==> src/logic/cache_config.svh <==
`ifndef CACHE_CONFIG_SVH
`define CACHE_CONFIG_SVH

// address and data word widths
`define CACHE_ADDR_W 16
`define CACHE_DATA_W 16

// address split into tag, set index and block offset
`define CACHE_TAG_W 5 // upper address bits
`define CACHE_INDEX_W 7 // selects one of the sets
`define CACHE_OFFSET_W 4 // word within block plus an unused low bit

// array geometry
`define CACHE_SETS 128 // 2**CACHE_INDEX_W
`define CACHE_WORDS 8 // words per block, picked by offset[3:1]

// miss block number as seen by the fill controller
`define CACHE_BLOCK_W (`CACHE_TAG_W + `CACHE_INDEX_W)

`endif

==> src/logic/cache_pkg.sv <==
`include "cache_config.svh"

package cache_pkg;

	// one address word with two decodings
	typedef union packed {
		struct packed {
			logic [`CACHE_TAG_W-1:0] tag; // compared against stored tag
			logic [`CACHE_INDEX_W-1:0] index; // set select
			logic [`CACHE_OFFSET_W-1:0] offset; // bits 3..1 pick the word, bit 0 unused
		} lookup; // view used by the arrays and hit logic
		struct packed {
			logic [`CACHE_BLOCK_W-1:0] block; // tag and index together
			logic [`CACHE_OFFSET_W-1:0] word_offset; // stepped by the fill
		} fill; // view used to walk the block during a fill
	} cache_addr_u;

	// per-set metadata
	typedef struct packed {
		logic valid; // block holds data from memory
		logic [`CACHE_TAG_W-1:0] tag; // tag of the resident block
	} cache_meta_t;

endpackage

==> src/logic/cache_tag_array.sv <==
`timescale 1ns/100ps
`include "cache_config.svh"

module cache_tag_array (
	input logic clk,
	input logic reset,
	input logic [`CACHE_INDEX_W-1:0] index, // set being looked up or filled
	input logic write, // store meta_in into the selected set
	input cache_pkg::cache_meta_t meta_in,
	output cache_pkg::cache_meta_t meta_out // metadata of the selected set
);

	import cache_pkg::*;

	logic [`CACHE_SETS-1:0] set_sel; // one-hot set select
	logic [`CACHE_SETS-1:0] valid; // one valid bit per set
	logic [`CACHE_TAG_W-1:0] tags [`CACHE_SETS]; // tag per set

	always_comb begin
		set_sel = '0;
		set_sel[index] = 1'b1; // index decode
	end

	// combinational read as an and-or over the one-hot select
	always_comb begin
		meta_out.valid = |(valid & set_sel);
		meta_out.tag = '0;
		for (int s = 0; s < `CACHE_SETS; s++) begin
			meta_out.tag = meta_out.tag | (tags[s] & {`CACHE_TAG_W{set_sel[s]}});
		end
	end

	always_ff @(posedge clk) begin
		if (reset) begin
			valid <= '0; // cache comes up empty
		end else if (write) begin
			valid <= valid | set_sel; // only the selected set changes
			if (!meta_in.valid) begin
				valid <= valid & ~set_sel;
			end
		end
	end

	always_ff @(posedge clk) begin
		for (int s = 0; s < `CACHE_SETS; s++) begin
			if (write && set_sel[s]) begin
				tags[s] <= meta_in.tag; // guarded by the valid bit
			end
		end
	end

	// the fill controller must stay quiet while the cache is held in reset
	a_no_write_in_reset: assert property (@(posedge clk)
		reset |-> !write);

endmodule

==> config.mk <==
export PLATFORM = sky130hd
export DESIGN_NAME = cache_tag_array
export DESIGN_NICKNAME = d
export VERILOG_FILES = /design/src/logic/cache_pkg.sv /design/src/logic/cache_tag_array.sv
export VERILOG_INCLUDE_DIRS = /design/src /design/src/logic
export SDC_FILE = /design/constraint.sdc
export NUM_CORES = 1
export LEC_CHECK = 0
export ABC_AREA = 1
export BUFFER_PORTS_ARGS = -buffer_cell sky130_fd_sc_hd__buf_2
export CORE_ASPECT_RATIO = 1.2
export CORE_MARGIN = 2
export CORE_UTILIZATION = 35
export DETAILED_ROUTE_END_ITERATION = 16
export GPL_TIMING_DRIVEN = 0
export SYNTH_ARGS = -nofsm -noshare
export SYNTH_HDL_FRONTEND = slang
export SYNTH_SLANG_ARGS = --single-unit
export TNS_END_PERCENT = 30
==> constraint.sdc <==
create_clock -name clk -period 2.2 [get_ports clk]
set_input_delay 0.33 -clock clk [delete_from_list [all_inputs] [get_ports clk]]
set_output_delay 0.33 -clock clk [all_outputs]
set_load 0.005 [all_outputs]
Word-level counts from Yosys, hierarchy flattened --
Memories as Yosys holds them, arrays and structs flattened. Cells that the tools add are included. W data, S select, Z words.
Storage, ports and cells: memory bits (writable) 640, output and inout port bits 6, logic and storage cells 1160, register bits after elaboration 128, memories kept 1, bits of input ports 16
Memory list:
- tags | words 128, bits a word 5, read ports 128, clocked after Yosys merged registers in 0, write ports 1, RTL line cache_tag_array.sv:17 | logic [`CACHE_TAG_W-1:0] tags [`CACHE_SETS];
Operators by class: mux-type cells 640, bitwise gates (word level) 259, reduce and logical (&&, ||, !) cells 257, magnitude comparators 2
Operators with widths (count):
- $mux W7 | 127
- $and A5 B5 Y5 | 128
- $mux W5 | 127
- $or A5 B5 Y5 | 127
- $reduce_or A5 Y1 | 127
- $mux W1 | 384
- $and A128 B128 Y128 | 2
- $logic_and A1 B1 Y1 | 129
- $mux W128 | 1
- $not A128 Y128 | 1
- $or A128 B128 Y128 | 1
- $reduce_or A128 Y1 | 1
- $lt A7 B8 Y1 const B | 1
- $demux W1 S7 | 1
- $ge A7 B1 Y1 const B | 1

Logic depth before layout (Yosys ltp) --
depth after elaboration 135, gate-level depth with buffers 14, depth with buffers taken out 12

Worst setup path before layout --
Ideal clock, no wire load.
kind input to output, from input port index[2], to output port meta_out[0] in the netlist's numbering, data required time 1870 ps, arrival 1570 ps, path slack 300 ps, stages 13, buffers on the path 2, cells stage by stage buf_4 > inv_2 > nand3_2 > buf_2 > nor2_1 > nand2_1 > nand2_1 > nor2_1 > nand2_1 > nor2_1 > nand2_1 > nor2_1 > nand2_1
RTL lines:
- from (decl) | RTL line cache_tag_array.sv:7 | input logic [`CACHE_INDEX_W-1:0] index,
- to (decl) | RTL line cache_tag_array.sv:10 | output cache_pkg::cache_meta_t meta_out

==> qor.yml <==
status:
  outcome: "finished, violations left"
  failed_checks: "negative setup slack"
sta:
  period_minus_slack_ns: 2.485
  finalWorstSetupSlack_ns: -0.2853
  fin_skew_ns: 0
  worst_pin_slew_ns: 1.314
  setup-violations-final: 6
  rsz0062_at_grt: "yes"
  slew_violations: 0
  finalHoldViolCount: 0
  min_period_over_period_pct: 113.0
  max_freq_ghz: 0.4024
  max_slew_margin_pct: 12.42
setup_path:
  arrival_ns: 2.16
  critPathMaxFanout: 8
  worst_setup_path_end_kind: "output port"
  startpoint_type: "input port"
  cp_slowest_cell: "buf_4"
  critPathRequiredTime_ns: 1.87
  crit_type: "in -> out"
  critPathMostFrequentCell: "nand2_1"
  critPathMaxStageDelay_ns: 0.17
  r2r_cells: 2
  rrSetupSlack_ns: 1.55
  crit_path_cell_trace: "buf_8 -> inv_2 -> nor2_4 -> buf_4 -> nand2_8 -> nor2_4 -> nand2_1 -> nand2_1 -> nor2_1 -> nand2_1 -> nor2_1 -> nand2_1 -> nor2_1 -> nand2_2 -> buf_2"
drt:
  detail-route-antenna-nets: 0
  first_iter_violations: 2055
  vias_per_cell: 5.011
  wl_um: 95030
  drt_drc_violations_left: 0
  routedWlPerCell_um: 20.48
  first_pass_iters: 6
  routed-via-count: 23260
final_layout:
  utilization_pct: 42.16
  layout.area.seq_mm2: 0.02178
  final_nets: 3426
  syn2layout_area_growth_pct: 19.37
  design_area_mm2: 0.03823
  n_fill_cell: 8508
  drive_gt1_share_pct: 14.72
  fin_cells: 4641
  multi_input_area_mm2: 0.01031
clock_tree:
  cts_num_sinks: 768
  root_buffer: "clkbuf_16"
  hold_buffers: 0
  clk_latency_ns: 0.63
  clockBufferDepth: 3
  tritoncts: "built"
  cts_buffers: 75
  clkTransAtPathRegs_ns: 0.06
  htreeDepth: 3
yosys:
  synth.ff_latch_count: 768
  syn-num-nets: 3288
  synth_area_mm2: 0.03203
  yosys_most_used_dff: "edfxtp_1"
  ys_warn_count: 0
  yosysSeqAreaShare_pct: 68.01
  avgSynthCellArea_um2: 9.788
  synthTopCellsByArea: "edfxtp_1 (60%), nand2_1 (15%), dfxtp_1 (8.0%), nand3_1 (6.7%), nor2_1 (4.7%)"
  synth_edf_count: 640
  yosys.area.top_type: "edfxtp_1"
  yosysMostFrequentCell: "nand2_1"
  synth.distinct_cells: 15
  synth_top_area_share_pct: 60.01
  netlist_instances: 3272
  synth_commonest_cells: "nand2_1 (1263), edfxtp_1 (640), nand3_1 (429), nor2_1 (398), inv_1 (134)"
  ys_async_sr_fraction_pct: 0
pwr:
  p_int_mw: 23.57
  vdd_drop_max_mv: 0.4906
  p_leak_nw: 15.20
  p_sw_mw: 6.604
  total_power_mw: 30.17
  pwr-share-seq_pct: 52.3
  p_comb_share_pct: 5.0
  switching_share_pct: 21.89
  power.share.clock_pct: 42.6
  power_density_mw_per_mm2: 789.2
place:
  pre_cts_slack_ns: -1.073
  dpl.cell_count: 4460
  port_buffers: 15
  place.gp.congestion: 0.8927
  dp_hpwl_um: 64850
  place_area_mm2: 0.03373
die:
  core_mm2: 0.09069
  io_pins: 22
  dieArea_mm2: 0.09395
  die_w_um: 280.1
  num_rows: 121
  start_util_pct: 35.32
  die_y_um: 335.4
hold_path:
  hold_path_depth: 1
  hold_path.class: "in -> reg"
  worstHoldStart: "meta_in[0]"
  min_to: "tags[0][300]$_DFFE_PP_"
global_routing:
  grt_pass1_vias: 22690
  grt_pass1_wl_um: 139500
  grt_antenna_before_repair: 0
  grt_max_degree: 103
  grt_use_total_pct: 20.20
  grt-ovfl-total: 0
job:
  drv_cap: 0
## layout by cell type (no fill, tap or decap), types with 62 or more instances in the layout
master / n
nor2_4: 74
nor2_2: 74
nand3_1: 426
inv_1: 126
nor2_1: 257
buf_4: 62
dfxtp_1: 128
edfxtp_1: 640
nand2_1: 1187
clkbuf_16: 79
a21oi_1: 128
## cell type report
class / instances / area share (%)
Clock buffer: 103 / 5.616
Sequential cell: 768 / 56.97
Tap cell: 1168 / 3.823
Clock inverter: 35 / 0.8019
Buffer: 132 / 2.464
Antenna cell: 2 / 0.01309
Inverter: 142 / 1.450
Timing Repair Buffer: 61 / 1.882
Multi-Input combinational cell: 2230 / 26.98
## routing by layer
layer / vias up / track usage [%] / share of wire, %
li1: 11180 / - / -
met1: 11030 / 24.12 / 39
met2: 847 / 34.94 / 49
met3: 204 / 3.611 / 7.2
met4: 0 / 10.09 / 4.9
met5: - / 0 / 0
## metrics by stage
step,hold WS [ns],TNS [ns]
2_1_floorplan,0.4289,0
3_3_place_gp,0.4506,-646.81
3_5_place_dp,0.4540,-130.54
4_1_cts,0.05250,-1.305
5_1_grt,0.07783,-1.986
6_report,0.06772,-1.561
## logic make-up after synthesis
family                 synth area share (%)
buffers and inverters                 3.524
DFF                                   68.01
and+or+nand+nor                       26.47
AOI/OAI and AO/OA                     2.000
## repair_timing
item	4_1_cts	5_1_grt
gates cloned	0	0
setup endpoints to repair	6	6
resized for setup	438	49
pin swaps	62	26
setup buffers	35	6
## power groups by stage
stage          sequential (mW)  combinational, mW  clock [mW]
2_1_floorplan             16.1              0.439           0
3_3_place_gp              16.1               1.13           0
3_5_place_dp              16.1               1.17           0
4_1_cts                   15.8               1.44        13.0
5_1_grt                   15.8               1.58        13.6
6_report                  15.8               1.51        12.9
## worst max-delay path by stage
stage	startpoint	end	slack, ns	depth (start not counted)
floorplan	index[2]	meta_out[0]	0.30	13
global placement	index[4]	meta_out[3]	-1.07	14
detailed placement	index[4]	meta_out[3]	-1.07	14
CTS	index[6]	meta_out[1]	-0.24	17
global route	index[0]	meta_out[3]	-0.34	15
finish	index[5]	meta_out[5]	-0.29	15
## worst max-delay path, delay by kind of cell
| family | cells | cell delay [ns] |
|---|---|---|
| simple gates | 11 | 1.19 |
| buf+inv | 4 | 0.59 |
Power figures use the tool's default switching activity.
