===== config.mk =====
export PLATFORM = sky130hd
export DESIGN_NAME = cache_fill_fsm
export DESIGN_NICKNAME = d
export VERILOG_FILES = /design/src/logic/cache_pkg.sv /design/src/logic/cache_fill_fsm.sv
export VERILOG_INCLUDE_DIRS = /design/src /design/src/logic
export SDC_FILE = /design/constraint.sdc
export NUM_CORES = 1
export LEC_CHECK = 0
export BUFFER_PORTS_ARGS = -buffer_cell sky130_fd_sc_hd__buf_2
export CELL_PAD_IN_SITES_DETAIL_PLACEMENT = 1
export CELL_PAD_IN_SITES_GLOBAL_PLACEMENT = 2
export CORE_AREA = 2 2 53 55
export DETAILED_ROUTE_END_ITERATION = 12
export DIE_AREA = 0 0 55 57
export GPL_TIMING_DRIVEN = 0
export PLACE_DENSITY_LB_ADDON = 0.1
export SLEW_MARGIN = 20
export SYNTH_ARGS = -nofsm -noshare
export SYNTH_HDL_FRONTEND = slang
export SYNTH_SLANG_ARGS = --single-unit

===== constraint.sdc =====
create_clock -name clk -period 1.3 [get_ports clk]
set_input_delay 0.13 -clock clk [delete_from_list [all_inputs] [get_ports clk]]
set_output_delay 0.13 -clock clk [all_outputs]
set_load 0.05 [all_outputs]

===== src/logic/cache_config.svh =====
`ifndef CACHE_CONFIG_SVH
`define CACHE_CONFIG_SVH

// address and data word widths
`define CACHE_ADDR_W 16
`define CACHE_DATA_W 16

// address split into tag, set index and block offset
`define CACHE_TAG_W 5 // upper address bits
`define CACHE_INDEX_W 7 // selects one of the sets
`define CACHE_OFFSET_W 4 // word within block plus an unused low bit

// array geometry
`define CACHE_SETS 128 // 2**CACHE_INDEX_W
`define CACHE_WORDS 8 // words per block, picked by offset[3:1]

// miss block number as seen by the fill controller
`define CACHE_BLOCK_W (`CACHE_TAG_W + `CACHE_INDEX_W)

`endif


===== src/logic/cache_pkg.sv =====
`include "cache_config.svh"

package cache_pkg;

	// one address word with two decodings
	typedef union packed {
		struct packed {
			logic [`CACHE_TAG_W-1:0] tag; // compared against stored tag
			logic [`CACHE_INDEX_W-1:0] index; // set select
			logic [`CACHE_OFFSET_W-1:0] offset; // bits 3..1 pick the word, bit 0 unused
		} lookup; // view used by the arrays and hit logic
		struct packed {
			logic [`CACHE_BLOCK_W-1:0] block; // tag and index together
			logic [`CACHE_OFFSET_W-1:0] word_offset; // stepped by the fill
		} fill; // view used to walk the block during a fill
	} cache_addr_u;

	// per-set metadata
	typedef struct packed {
		logic valid; // block holds data from memory
		logic [`CACHE_TAG_W-1:0] tag; // tag of the resident block
	} cache_meta_t;

endpackage


===== src/logic/cache_fill_fsm.sv =====
`timescale 1ns/100ps
`include "cache_config.svh"

module cache_fill_fsm (
	input logic clk,
	input logic reset,
	input logic miss, // request with no hit while idle
	input logic mem_data_valid, // one pulse per returned word
	input cache_pkg::cache_addr_u miss_addr, // address that missed
	output logic busy, // fill in progress
	output cache_pkg::cache_addr_u fill_addr, // word currently requested from memory
	output logic fill_word_write, // write returned word into data array
	output logic tag_write // write tag on the last word
);

	import cache_pkg::*;

	localparam logic S_IDLE = 1'b0;
	localparam logic S_FILL = 1'b1;
	localparam logic [2:0] LAST_WORD = 3'(`CACHE_WORDS - 1);

	logic state; // current controller state
	logic state_next;
	logic start; // miss accepted this cycle
	logic last_word; // final word of the block arrives
	logic [2:0] word_cnt; // word index within the block
	logic [`CACHE_BLOCK_W-1:0] block_reg; // latched miss block

	assign busy = (state == S_FILL);
	assign start = (state == S_IDLE) & miss;
	assign fill_word_write = busy & mem_data_valid;
	assign last_word = fill_word_write & (word_cnt == LAST_WORD);
	assign tag_write = last_word; // tag goes in with the final word

	// memory address of the word being fetched
	always_comb begin
		fill_addr.fill.block = block_reg;
		fill_addr.fill.word_offset = {word_cnt, 1'b0}; // low bit of offset is unused
	end

	always_comb begin
		state_next = state;
		case (state)
			S_IDLE: begin
				if (start) begin
					state_next = S_FILL; // fill starts on the next edge
				end
			end
			S_FILL: begin
				if (last_word) begin
					state_next = S_IDLE; // held request hits next cycle
				end
			end
			default: begin
				state_next = S_IDLE;
			end
		endcase
	end

	always_ff @(posedge clk) begin
		if (reset) begin
			state <= S_IDLE;
			word_cnt <= '0;
		end else begin
			state <= state_next;
			if (start) begin
				word_cnt <= '0; // every fill begins at word 0
			end else if (fill_word_write) begin
				word_cnt <= word_cnt + 3'd1; // advance only when memory answers
			end
		end
	end

	always_ff @(posedge clk) begin
		if (start) begin
			block_reg <= miss_addr.fill.block; // block number of the miss
		end
	end

	// a fill only ever starts from a detected miss
	a_busy_from_miss: assert property (@(posedge clk) disable iff (reset)
		$rose(busy) |-> $past(miss));

	// memory sees a steady address while it is still working on a word
	a_fill_addr_stable: assert property (@(posedge clk) disable iff (reset)
		busy && !mem_data_valid |=> $stable(fill_addr));

endmodule


# ---- Word level (Yosys, flattened, before mapping)
# Index checks and enable logic that the tools add are counted.
dict set report classes {
  addsub 1
  n_eq_ne 1
  muxes 3
  bitwise 4
  n_reduce_logical 1
}
# op n
set op_table {}
lappend op_table {{$add A3 B1 Y3 const B} 1}
lappend op_table {{$and A1 B1 Y1} 3}
lappend op_table {{$eq A3 B3 Y1 const B} 1}
lappend op_table {{$mux W1} 2}
lappend op_table {{$pmux W1 S2} 1}
lappend op_table {{$reduce_or A2 Y1} 1}
lappend op_table {{$not A1 Y1} 1}
dict set report word_totals {
  ff_bits 16
  in_bits 20
  output_inout_bits 19
  elab_cells 13
}

# ---- Depth between registers and ports, before layout
# Gate-level depths: netlist of the first run.
dict set report depth {
  ltp_word 4
  depth_mapped 4
  depth_no_buf 4
}

# ---- Least setup slack after synthesis of the first run
# No wires, ideal clock.
dict set report synth_path {
  path_type {register to register}
  from {register word_cnt[0]}
  to {register state, in the netlist busy}
  setup_ns 0.128
  arrival_time_ns 1.444
  required_time_ns 1.172
  path_slack_ns -0.272
  stages_incl_launch_ff 5
  path_buffers 0
  synth_period_minus_slack_ns 1.572
  cell_sequence {dfxtp_1 > ha_1 > ha_1 > and3_2 > nor3_1}
}
dict set report synth_via {
  elab_chain_len 4
}
# item line_no
set synth_lines {}
lappend synth_lines {{start, declared} cache_fill_fsm.sv:26} ;# logic [2:0] word_cnt;
lappend synth_lines {{start signal, assigned} cache_fill_fsm.sv:69} ;# word_cnt <= word_cnt + 3'd1;
lappend synth_lines {{$eq A3 B3 Y1} cache_fill_fsm.sv:32} ;# assign last_word = fill_word_write & (word_cnt == LAST_WORD);
lappend synth_lines {{$and A1 B1 Y1} cache_fill_fsm.sv:32}
lappend synth_lines {{named net tag_write} cache_fill_fsm.sv:13} ;# output logic tag_write
lappend synth_lines {{$mux W1} cache_fill_fsm.sv:50} ;# if (last_word) begin
lappend synth_lines {{$pmux W1 S2} cache_fill_fsm.sv:43} ;# case (state)
lappend synth_lines {{end signal, assigned} cache_fill_fsm.sv:65} ;# state <= state_next;
lappend synth_lines {{end, declared} cache_fill_fsm.sv:22} ;# logic state;
# The timed path passes the listed nets, and every way through them passes these cells.
# A chain may end at the register's enable or synchronous reset.

# ---- Final worst setup path of the first run
dict set report layout_path {
  from {register word_cnt[0]}
  to {output port tag_write}
}
dict set report layout_via {
  elab_chain_len 2
}
# item line_no
set layout_lines {}
lappend layout_lines {{$eq A3 B3 Y1} cache_fill_fsm.sv:32}
lappend layout_lines {{$and A1 B1 Y1} cache_fill_fsm.sv:32}
lappend layout_lines {{end, declared} cache_fill_fsm.sv:13}
# Every way passes these cells.

==> results by group, run 1 <==
Status
  – Outcome: finished with violations
  – Violations in the final reports: setup timing

Critical path
  – Largest delay share family, worst path: flip-flops
  – Critical path arrival: between 1 and 1.5 ns
  – Nature of the critical path startpoint: register
  – Largest driver fanout on the critical path: 2
  – Setup slack on the worst flop-to-flop path: about 0.23 ns
  – Endpoint of the worst register-to-register path: block_reg[5]
  – Category of the worst setup path capture point: output pin
  – Crit path max-delay cell type: dfxtp_2
  – WP buf/inv: 1
  – Cell-by-cell listing of the critical path: ha_4 > ha_4 > and3_4 > buf_8
  – Critical path's most frequent cell: ha_4
  – Cell depth of the worst flop-to-flop path: 1
  – Category of the most critical setup path: register to output pin
  – Largest stage delay, worst path: roughly 0.35 ns
  – Required time worst endpoint: about 1.2 ns
  – Start of the worst register-to-register path: busy

Global route
  – Largest net degree at the start of global routing: 13
  – Overall fraction of global-route tracks in use: ~8%
  – Initial antenna violation count: 0
  – Grt ovf: 0
  – Vias in the first global route: around 400
  – First-pass GRT wire length: around 1800 um

Timing
  – Final number of setup-violating endpoints: 1
  – Endpoints failing hold: 0
  – Clock period minus worst slack: 1.38 ns
  – Post-route worst setup slack: -0.0834 ns
  – Clock Skews: 0.00112 ns
  – RSZ-0062 raised after global routing: yes
  – Maximum achievable frequency: about 720 MHz
  – Number of pins with negative max-slew slack in the final report: 0
  – Post-route clock period utilization: 106%
  – Worst hold slack: around 0.023 ns

Routing
  – Wire length per cell: ~11 um
  – Total wire length: around 1200 um
  – Antenna violation net count after detailed routing: 0
  – DRC violations left: 0
  – Drt first-iter violations: 8
  – Detail-routed via count per cell: 3.99
  – Detailed-router iteration count before antenna repair: 3
  – Overall via count from detail_route: approximately 440

Finish
  – Share of post-route cells with drive strength above 1: approximately 63%
  – Number of flip-flops under the largest register name: 12
  – Diode count: 0
  – Commonest non-fill, non-tap cells in the layout: buf_2 (31), edfxtp_1 (12), dlygate4sd3_1 (7), dfxtp_2 (4), clkbuf_4 (4)
  – Most common cell after layout, fill and taps aside: buf_2
  – Area growth syn-to-layout: 62.2%
  – Final Core Density: roughly 36%
  – Total Nets Final: 103

Clock network
  – H-tree lvl count: 1
  – Root Driver: clkbuf_4
  – Clock insertion delay at the later pin of the skew report: about 0.28 ns
  – Clock transition at the registers of the reported paths: approximately 0.090 ns
  – Maximum buffer depth of the clock tree: 2
  – Number of clock sinks: 16
  – Clock tree from TritonCTS: done
  – Clock buffer count from CTS: 3

Min path
  – Worst hold path type: input port to register
  – Hold Path Cell Cnt: 1
  – Hold path startpoint: miss_addr[15]
  – Capture endpoint of the worst hold path: block_reg[11]

Logic synthesis
  – #FFs+latches synth: 16
  – Biggest area contributors in the synthesized netlist: edfxtp_1 (62%), dfxtp_1 (14%), ha_1 (4.3%)
  – Sequential share of the synthesized area: around three quarters
  – Top cell type by total area after synthesis: edfxtp_1
  – Cells after Synth: 34
  – Number of nets produced by synthesis: 56
  – Yosys warning count: 0
  – Distinct cell type count after synthesis: 16
  – Average size of a mapped cell: 17.1 um^2
  – Area share of the largest cell type after synthesis: approximately three fifths
  – Netlist area before placement: 582 um^2

Place
  – I/O Buffers: 33
  – Place WS: between 0.09 and 0.1 ns
  – Last weighted congestion value of the routability-driven placer: about 0.62
  – Final HPWL DP: between 900 and 1000 um

Floorplanning
  – Number of rows in the core area: 19
  – Die footprint: roughly 3100 um^2
  – Initial Utilization: 22.2%
  – Area of the core: between 2000 and 3000 um^2
  – Die outline width: 55 um
  – I/O Pins: 39
  – Die Ht: around 57 um

Power
  – Power density normalized to cell area: between 1000 and 1500 nW/um^2
  – Leakage power summed over all cells: ~0.40 nW
  – Highest ir drop seen on vdd: roughly 0.56 mV

Flow run
  – Max-capacitance violation count: 0
[worst max path at each step]
stage / endpoint / startpoint / cells after the start
floorplan: busy / word_cnt[0] / 4
global placement: tag_write / word_cnt[0] / 4
detailed placement: tag_write / word_cnt[0] / 4
CTS: tag_write / word_cnt[0] / 4
global route: tag_write / word_cnt[0] / 4
finish: tag_write / word_cnt[0] / 4
[through the flow]
step / setup TNS [ns] / area [um^2] / power (mW) / instances
floorplan: 0 / 591 / 0.731 / 34
global placement: 0 / 795 / 0.788 / 98
detailed placement: 0 / 795 / 0.788 / 98
CTS: -0.0906 / 871 / 1.06 / 104
global route: -0.127 / 943 / 1.12 / 111
finish: -0.0834 / 943 / 1.06 / 111
[repair_timing]
action | in CTS | in global routing
gates resized for setup | 7 | 1
endpoints found under the hold margin | 0 | 7
endpoints found under the setup margin | 1 | 2
hold buffers | 0 | 7
buffers inserted | 2 | 0
[area by class of cell]
class	count	area (um^2)
buffer	1	7.51
clock buffer	3	22.5
clock inverter	1	3.75
fill	309	1670
multi-input combinational	17	163
sequential	16	445
tap	31	38.8
timing repair buffer	42	263
[per-layer routing]
metal | up-vias | GRT usage [%] | wire length, um
met3 | 2 | 3.14 | 94
met1 | 203 | 10.1 | 511
met2 | 21 | 12.6 | 608
li1 | 217 | - | -
met5 | - | 0 | 0
met4 | 0 | 3.14 | 16
[power by group]
part / internal, mW / switching (mW) / leakage (nW) / total (mW)
registers: 0.579 / 0.0120 / 0.149 / 0.591
clock network: 0.111 / 0.151 / 0.0154 / 0.262
logic: 0.0667 / 0.138 / 0.238 / 0.205
total: 0.757 / 0.301 / 0.402 / 1.06
[cells by family (layout without fill, tap and decap cells)]
| family | after synthesis | count (layout) | synth area share [%] |
|---|---|---|---|
| flip-flops | 16 | 16 | 75.7 |
| buffers and inverters | 1 | 47 | 1.29 |
| AND/OR/NAND/NOR | 9 | 9 | 10.8 |
| other | 1 | 1 | 0.645 |
| multiplexers | 1 | 1 | 2.58 |
| adder cells (fa/ha/maj) | 2 | 2 | 4.30 |
| AO/OA/AOI/OAI | 4 | 4 | 4.73 |
[Yosys cell counts]
library cell   n
dfxtp_1        4
o21ai_0        2
nor2_1         1
nor3_1         1
and3_2         1
nand2b_1       2
ha_1           2
and2_2         1
nand4b_1       2
and2b_2        1
a211oi_2       1
conb_1         1
buf_4          1
mux2_4         1
a21oi_1        1
edfxtp_1      12
(Power assumes the default switching activity.)
==> inputs of run 2 (changes only) <==
Settings changed: MAX_ROUTING_LAYER set to met4, SLEW_MARGIN 20 to 10.
==> run 2 against run 1 <==
Against the previous run: the flow still finishes with violations (setup timing); clock skew rose by 0.0034 ns; worst setup slack improved by 0.0047 ns; sequential power about the same; sequential cell count unchanged; global-route usage rose by 0.24 points; highest routed layer unchanged; total power decreased by 0.39%; routed wire length fell by 0.73%; worst hold slack barely moved; critical path depth stayed put; non-clock buffer count unchanged; first-iteration DRC count stayed put; final area unchanged.
==> results by group, run 2 (same netlist as run 1, synthesis figures left out) <==
Place
  – Last weighted congestion value of the routability-driven placer: roughly 0.62
  – I/O Buffers: 33
  – Final HPWL DP: approximately 900 um
  – Area of placed instances: approximately 790 um^2

Power
  – Highest ir drop seen on vdd: around 0.56 mV
  – Switching Share: about 28%
  – Leakage power summed over all cells: 0.402 nW
  – Internal power of the cells: approximately 760 uW
  – Seq pwr share: between 50% and 60%
  – Switching power total: 297 uW
  – Fraction of power consumed by combinational cells: 19.5%
  – Power density normalized to cell area: between 1000 and 1500 nW/um^2
  – Clock power frac: around 25%

Clock network
  – Root Driver: clkbuf_4
  – Clock transition at the registers of the reported paths: 0.09 ns
  – Number of clock sinks: 16
  – Clock tree from TritonCTS: done
  – H-tree lvl count: 1
  – Maximum buffer depth of the clock tree: 2
  – Clock buffer count from CTS: 3
  – Clock insertion delay at the later pin of the skew report: roughly 0.28 ns

Timing
  – Clock period minus worst slack: roughly 1.4 ns
  – Post-route worst setup slack: -0.0787 ns
  – Maximum achievable frequency: 725 MHz
  – Endpoints failing hold: 0
  – Number of pins with negative max-slew slack in the final report: 0
  – Final number of setup-violating endpoints: 1
  – RSZ-0062 raised after global routing: yes
  – Post-route clock period utilization: 106%
  – Clock Skews: roughly 0.0045 ns

Finish
  – Combined flip-flop and latch cell area: around 450 um^2
  – Final Core Density: between 30% and 40%
  – Area growth syn-to-layout: 62.2%
  – Total area of multi-input combinational cells: 163 um^2
  – Diode count: 0
  – Total Nets Final: 103
  – Most common cell after layout, fill and taps aside: buf_2
  – Share of post-route cells with drive strength above 1: 62.5%
  – Filler cell count in the final layout: approximately 310
  – Design Area, Final: between 900 and 1000 um^2
  – Number of flip-flops under the largest register name: 12
  – Commonest non-fill, non-tap cells in the layout: buf_2 (31), edfxtp_1 (12), dlygate4sd3_1 (7), dfxtp_2 (4), clkbuf_4 (4)

Routing
  – Wire length per cell: between 10 and 15 um
  – DRC violations left: 0
  – Drt first-iter violations: 8
  – Detail-routed via count per cell: roughly 4
  – Detailed-router iteration count before antenna repair: 4
  – Overall via count from detail_route: around 440
  – Total wire length: around 1200 um
  – Antenna violation net count after detailed routing: 0

Floorplanning
  – Number of rows in the core area: 19
  – Die footprint: between 3000 and 4000 um^2
  – I/O Pins: 39
  – Area of the core: 2620 um^2
  – Die Ht: 57 um
  – Die outline width: approximately 55 um
  – Initial Utilization: 22.2%

Critical path
  – Nature of the critical path startpoint: register
  – Required time worst endpoint: roughly 1.2 ns
  – Critical path arrival: between 1 and 1.5 ns
  – Largest driver fanout on the critical path: 2
  – Category of the most critical setup path: register to output pin
  – Crit path max-delay cell type: dfxtp_2
  – Cell-by-cell listing of the critical path: ha_4 > ha_4 > and3_4 > buf_8
  – Critical path's most frequent cell: ha_4
  – Largest stage delay, worst path: ~0.35 ns
  – Category of the worst setup path capture point: output pin

Status
  – Violations in the final reports: setup timing
  – Outcome: finished with violations

Global route
  – Vias in the first global route: between 400 and 500
  – Grt ovf: 0
  – Initial antenna violation count: 0
  – Largest net degree at the start of global routing: 13
  – First-pass GRT wire length: 1790 um
  – Overall fraction of global-route tracks in use: around 8.4%

Min path
  – Worst hold path type: input port to register

Flow run
  – Max-capacitance violation count: 0
[run 2: cell counts in the layout (fill, tap and decap cells not counted)]
Identical to the previous run, type by type.
[run 2: layout make-up]
class | instances | share of cell area, %
Clock inverter | 1 | 0.398
Tap cell | 31 | 4.11
Multi-Input combinational cell | 17 | 17.2
Clock buffer | 3 | 2.39
Sequential cell | 16 | 47.2
Buffer | 1 | 0.796
Timing Repair Buffer | 42 | 27.9
[run 2: worst paths after layout]
kind	slack (ns)	to	cells past startpoint	from
worst min register to register	0.53	word_cnt[2]	2	word_cnt[2]
worst max-delay path	-0.08	tag_write	4	word_cnt[0]
worst max register to register	0.23	block_reg[4]	1	busy
worst min-delay path	0.02	block_reg[11]	1	miss_addr[15]
[run 2: metrics by stage]
step	setup slack [ns]	hold slack (ns)	std cells	TNS, ns	power [mW]
floorplan	0.00507	0.187	34	0	0.731
global placement	0.0795	0.307	98	0	0.788
detailed placement	0.0900	0.309	98	0	0.788
CTS	-0.0906	0.00572	104	-0.0906	1.06
global route	-0.128	0.00477	111	-0.128	1.12
finish	-0.0787	0.0227	111	-0.0787	1.05
[run 2: per-layer routing]
metal  part of all wire, %  GRT usage, %  vias up
li1                      -             -      217
met1                    40          10.1      200
met2                    50          12.6       23
met3                   8.4          3.14        2
met4                   1.3          3.14        0
met5                     0             -        -
[run 2: power by group through the flow]
stage,sequential [mW],clock (mW),combinational [mW]
final,0.591,0.258,0.205
after floorplan,0.692,0,0.0398
after detailed placement,0.604,0,0.184
after CTS,0.591,0.277,0.191
after global routing,0.595,0.304,0.219
after global placement,0.604,0,0.184
[run 2: what timing repair did]
item                                    4_1_cts  5_1_grt
gates resized for setup                       7        1
hold endpoints to repair                      0        7
endpoints found under the setup margin        1        2
setup buffers                                 2        0
hold buffers                                  0        7
cloned                                        0        0
[run 2: worst max-delay path: cells and delay by family (launching register included)]
kind                     cells  cell delay, ns
adder cells (fa/ha/maj)      2            0.30
buffers and inverters        1            0.14
flip-flops                   1            0.35
AND/OR/NAND/NOR              1            0.18
==> inputs of run 3 (changes only) <==
Settings changed: SETUP_SLACK_MARGIN set to 0.2.
==> run 3 against run 2 <==
Against the previous run: the run still ends with setup timing left; worst hold slack worse by 0.0029 ns; global-route usage up 1.2 points; final cell count down 5.4%; sequential power down 0.8%; critical endpoint unchanged; highest routed layer unchanged.
==> results by group, run 3 (same netlist as run 1, synthesis figures left out) <==
Global route
  – First-pass GRT wire length: 1960 um
  – Initial antenna violation count: 0
  – Most Crowded Layer GR: met2
  – Overall fraction of global-route tracks in use: around 9.6%
  – Routing usage on met3: between 3 and 4%
  – Grt ovf: 0
  – Largest net degree at the start of global routing: 13
  – GR Layer Usage met1: approximately a tenth
  – Met2 usage in global routing: between 10% and 20%
  – Vias in the first global route: roughly 420

Routing
  – Overall via count from detail_route: 415
  – Total wire length: around 1300 um
  – Detailed-router iteration count before antenna repair: 4
  – Detail-routed via count per cell: between 3 and 4
  – Wire length per cell: 12.0 um
  – Drt first-iter violations: 11
  – DRC violations left: 0
  – Antenna violation net count after detailed routing: 0

Floorplanning
  – Die outline width: between 50 and 60 um
  – Die Ht: about 57 um
  – Area of the core: ~2600 um^2
  – Initial Utilization: between 20 and 25%
  – Number of rows in the core area: 19
  – Die footprint: about 3100 um^2
  – I/O Pins: 39

Timing
  – RSZ-0062 raised after global routing: yes
  – Maximum achievable frequency: around 730 MHz
  – Number of pins with negative max-slew slack in the final report: 0
  – Clock period minus worst slack: 1.36 ns
  – Final number of setup-violating endpoints: 1
  – Worst hold slack: about 0.020 ns
  – Clock Skews: 0.00682 ns
  – Post-route clock period utilization: 105%
  – Post-route worst setup slack: -0.0632 ns
  – Endpoints failing hold: 0

Finish
  – Final Core Density: 34.9%
  – Total Nets Final: 97
  – Diode count: 0
  – Most common cell after layout, fill and taps aside: buf_2
  – Post-route insts no fill: 105
  – Share of post-route cells with drive strength above 1: between 60 and 70%
  – Number of flip-flops under the largest register name: 12
  – Design Area, Final: slightly above 900 um^2
  – Area growth syn-to-layout: 56.8%
  – Commonest non-fill, non-tap cells in the layout: buf_2 (29), edfxtp_1 (12), clkbuf_4 (4), dfxtp_4 (3)

Clock network
  – Clock insertion delay at the later pin of the skew report: between 0.2 and 0.3 ns
  – H-tree lvl count: 1
  – Clock transition at the registers of the reported paths: 0.09 ns
  – Clock buffer count from CTS: 3
  – Maximum buffer depth of the clock tree: 2
  – Clock tree from TritonCTS: done
  – Number of clock sinks: 16
  – Root Driver: clkbuf_4

Flow run
  – Max-capacitance violation count: 0

Critical path
  – Start of the worst register-to-register path: busy
  – Critical path arrival: 1.23 ns
  – Startpoint of the most critical setup path: word_cnt[1]
  – Required time worst endpoint: around 1.2 ns
  – Setup slack on the worst flop-to-flop path: 0.25 ns
  – Endpoint of the most critical setup path: tag_write
  – Cell depth of the worst flop-to-flop path: 3
  – Category of the worst setup path capture point: output pin
  – Largest driver fanout on the critical path: 3
  – Nature of the critical path startpoint: register
  – Category of the most critical setup path: register to output pin
  – Endpoint of the worst register-to-register path: word_cnt[0]

Place
  – Last weighted congestion value of the routability-driven placer: approximately 0.66
  – Final HPWL DP: a little under 1000 um
  – Area of placed instances: 827 um^2
  – I/O Buffers: 33
  – # placed instances: between 90 and 100

Power
  – Leakage power summed over all cells: 0.381 nW
  – Power density normalized to cell area: about 1200 nW/um^2
  – Highest ir drop seen on vdd: between 0.3 and 0.4 mV

Status
  – Violations in the final reports: setup timing
  – Outcome: finished with violations

Min path
  – Worst hold path type: input port to register
## run 3: metal layers
layer / wire length, um / up-vias
met5: 0 / -
met4: 16 / 0
met2: 601 / 24
met3: 161 / 2
met1: 483 / 184
li1: - / 205
## run 3: area by class of cell
| cell class | count | area (um^2) |
|---|---|---|
| fill | 300 | 1700 |
| sequential | 16 | 453 |
| buffer | 1 | 7.51 |
| multi-input combinational | 17 | 164 |
| tap | 31 | 38.8 |
| clock buffer | 4 | 26.3 |
| timing repair buffer | 36 | 223 |
## run 3: metrics by stage
step	power, mW	setup slack [ns]	setup TNS, ns
floorplan	0.730	0.137	0
global placement	0.786	0.135	0
detailed placement	0.788	0.144	0
CTS	1.07	-0.0854	-0.0854
global route	1.12	-0.121	-0.121
finish	1.06	-0.0632	-0.0632
## run 3: how the worst min path moves through the flow
stage                   from            end  depth (start not counted)
6_report       miss_addr[10]   block_reg[6]                          1
5_1_grt        miss_addr[15]  block_reg[11]                          1
4_1_cts        miss_addr[10]   block_reg[6]                          1
3_5_place_dp   miss_addr[10]   block_reg[6]                          1
3_3_place_gp   miss_addr[11]   block_reg[7]                          1
2_1_floorplan          reset    word_cnt[0]                          1
## run 3: power by group
group	switching [mW]	internal [mW]	total [mW]	leakage, nW
Clock	0.146	0.119	0.265	0.0150
Combinational	0.141	0.0675	0.208	0.217
Sequential	0.0106	0.575	0.586	0.150
Total	0.297	0.762	1.06	0.381
## run 3: critical path, stage by stage, from the launching register on
cell and delay (ns):
dfxtp_4 0.37, ha_4 0.16, ha_4 0.14, and3_4 0.14
buf_6 0.15
## run 3: timing repair
action	CTS	global route
gates cloned	0	0
hold buffers	0	1
gates resized for setup	7	6
buffers inserted	2	0
pin swaps	1	0
endpoints found under the setup margin	3	20
hold endpoints to repair	0	1
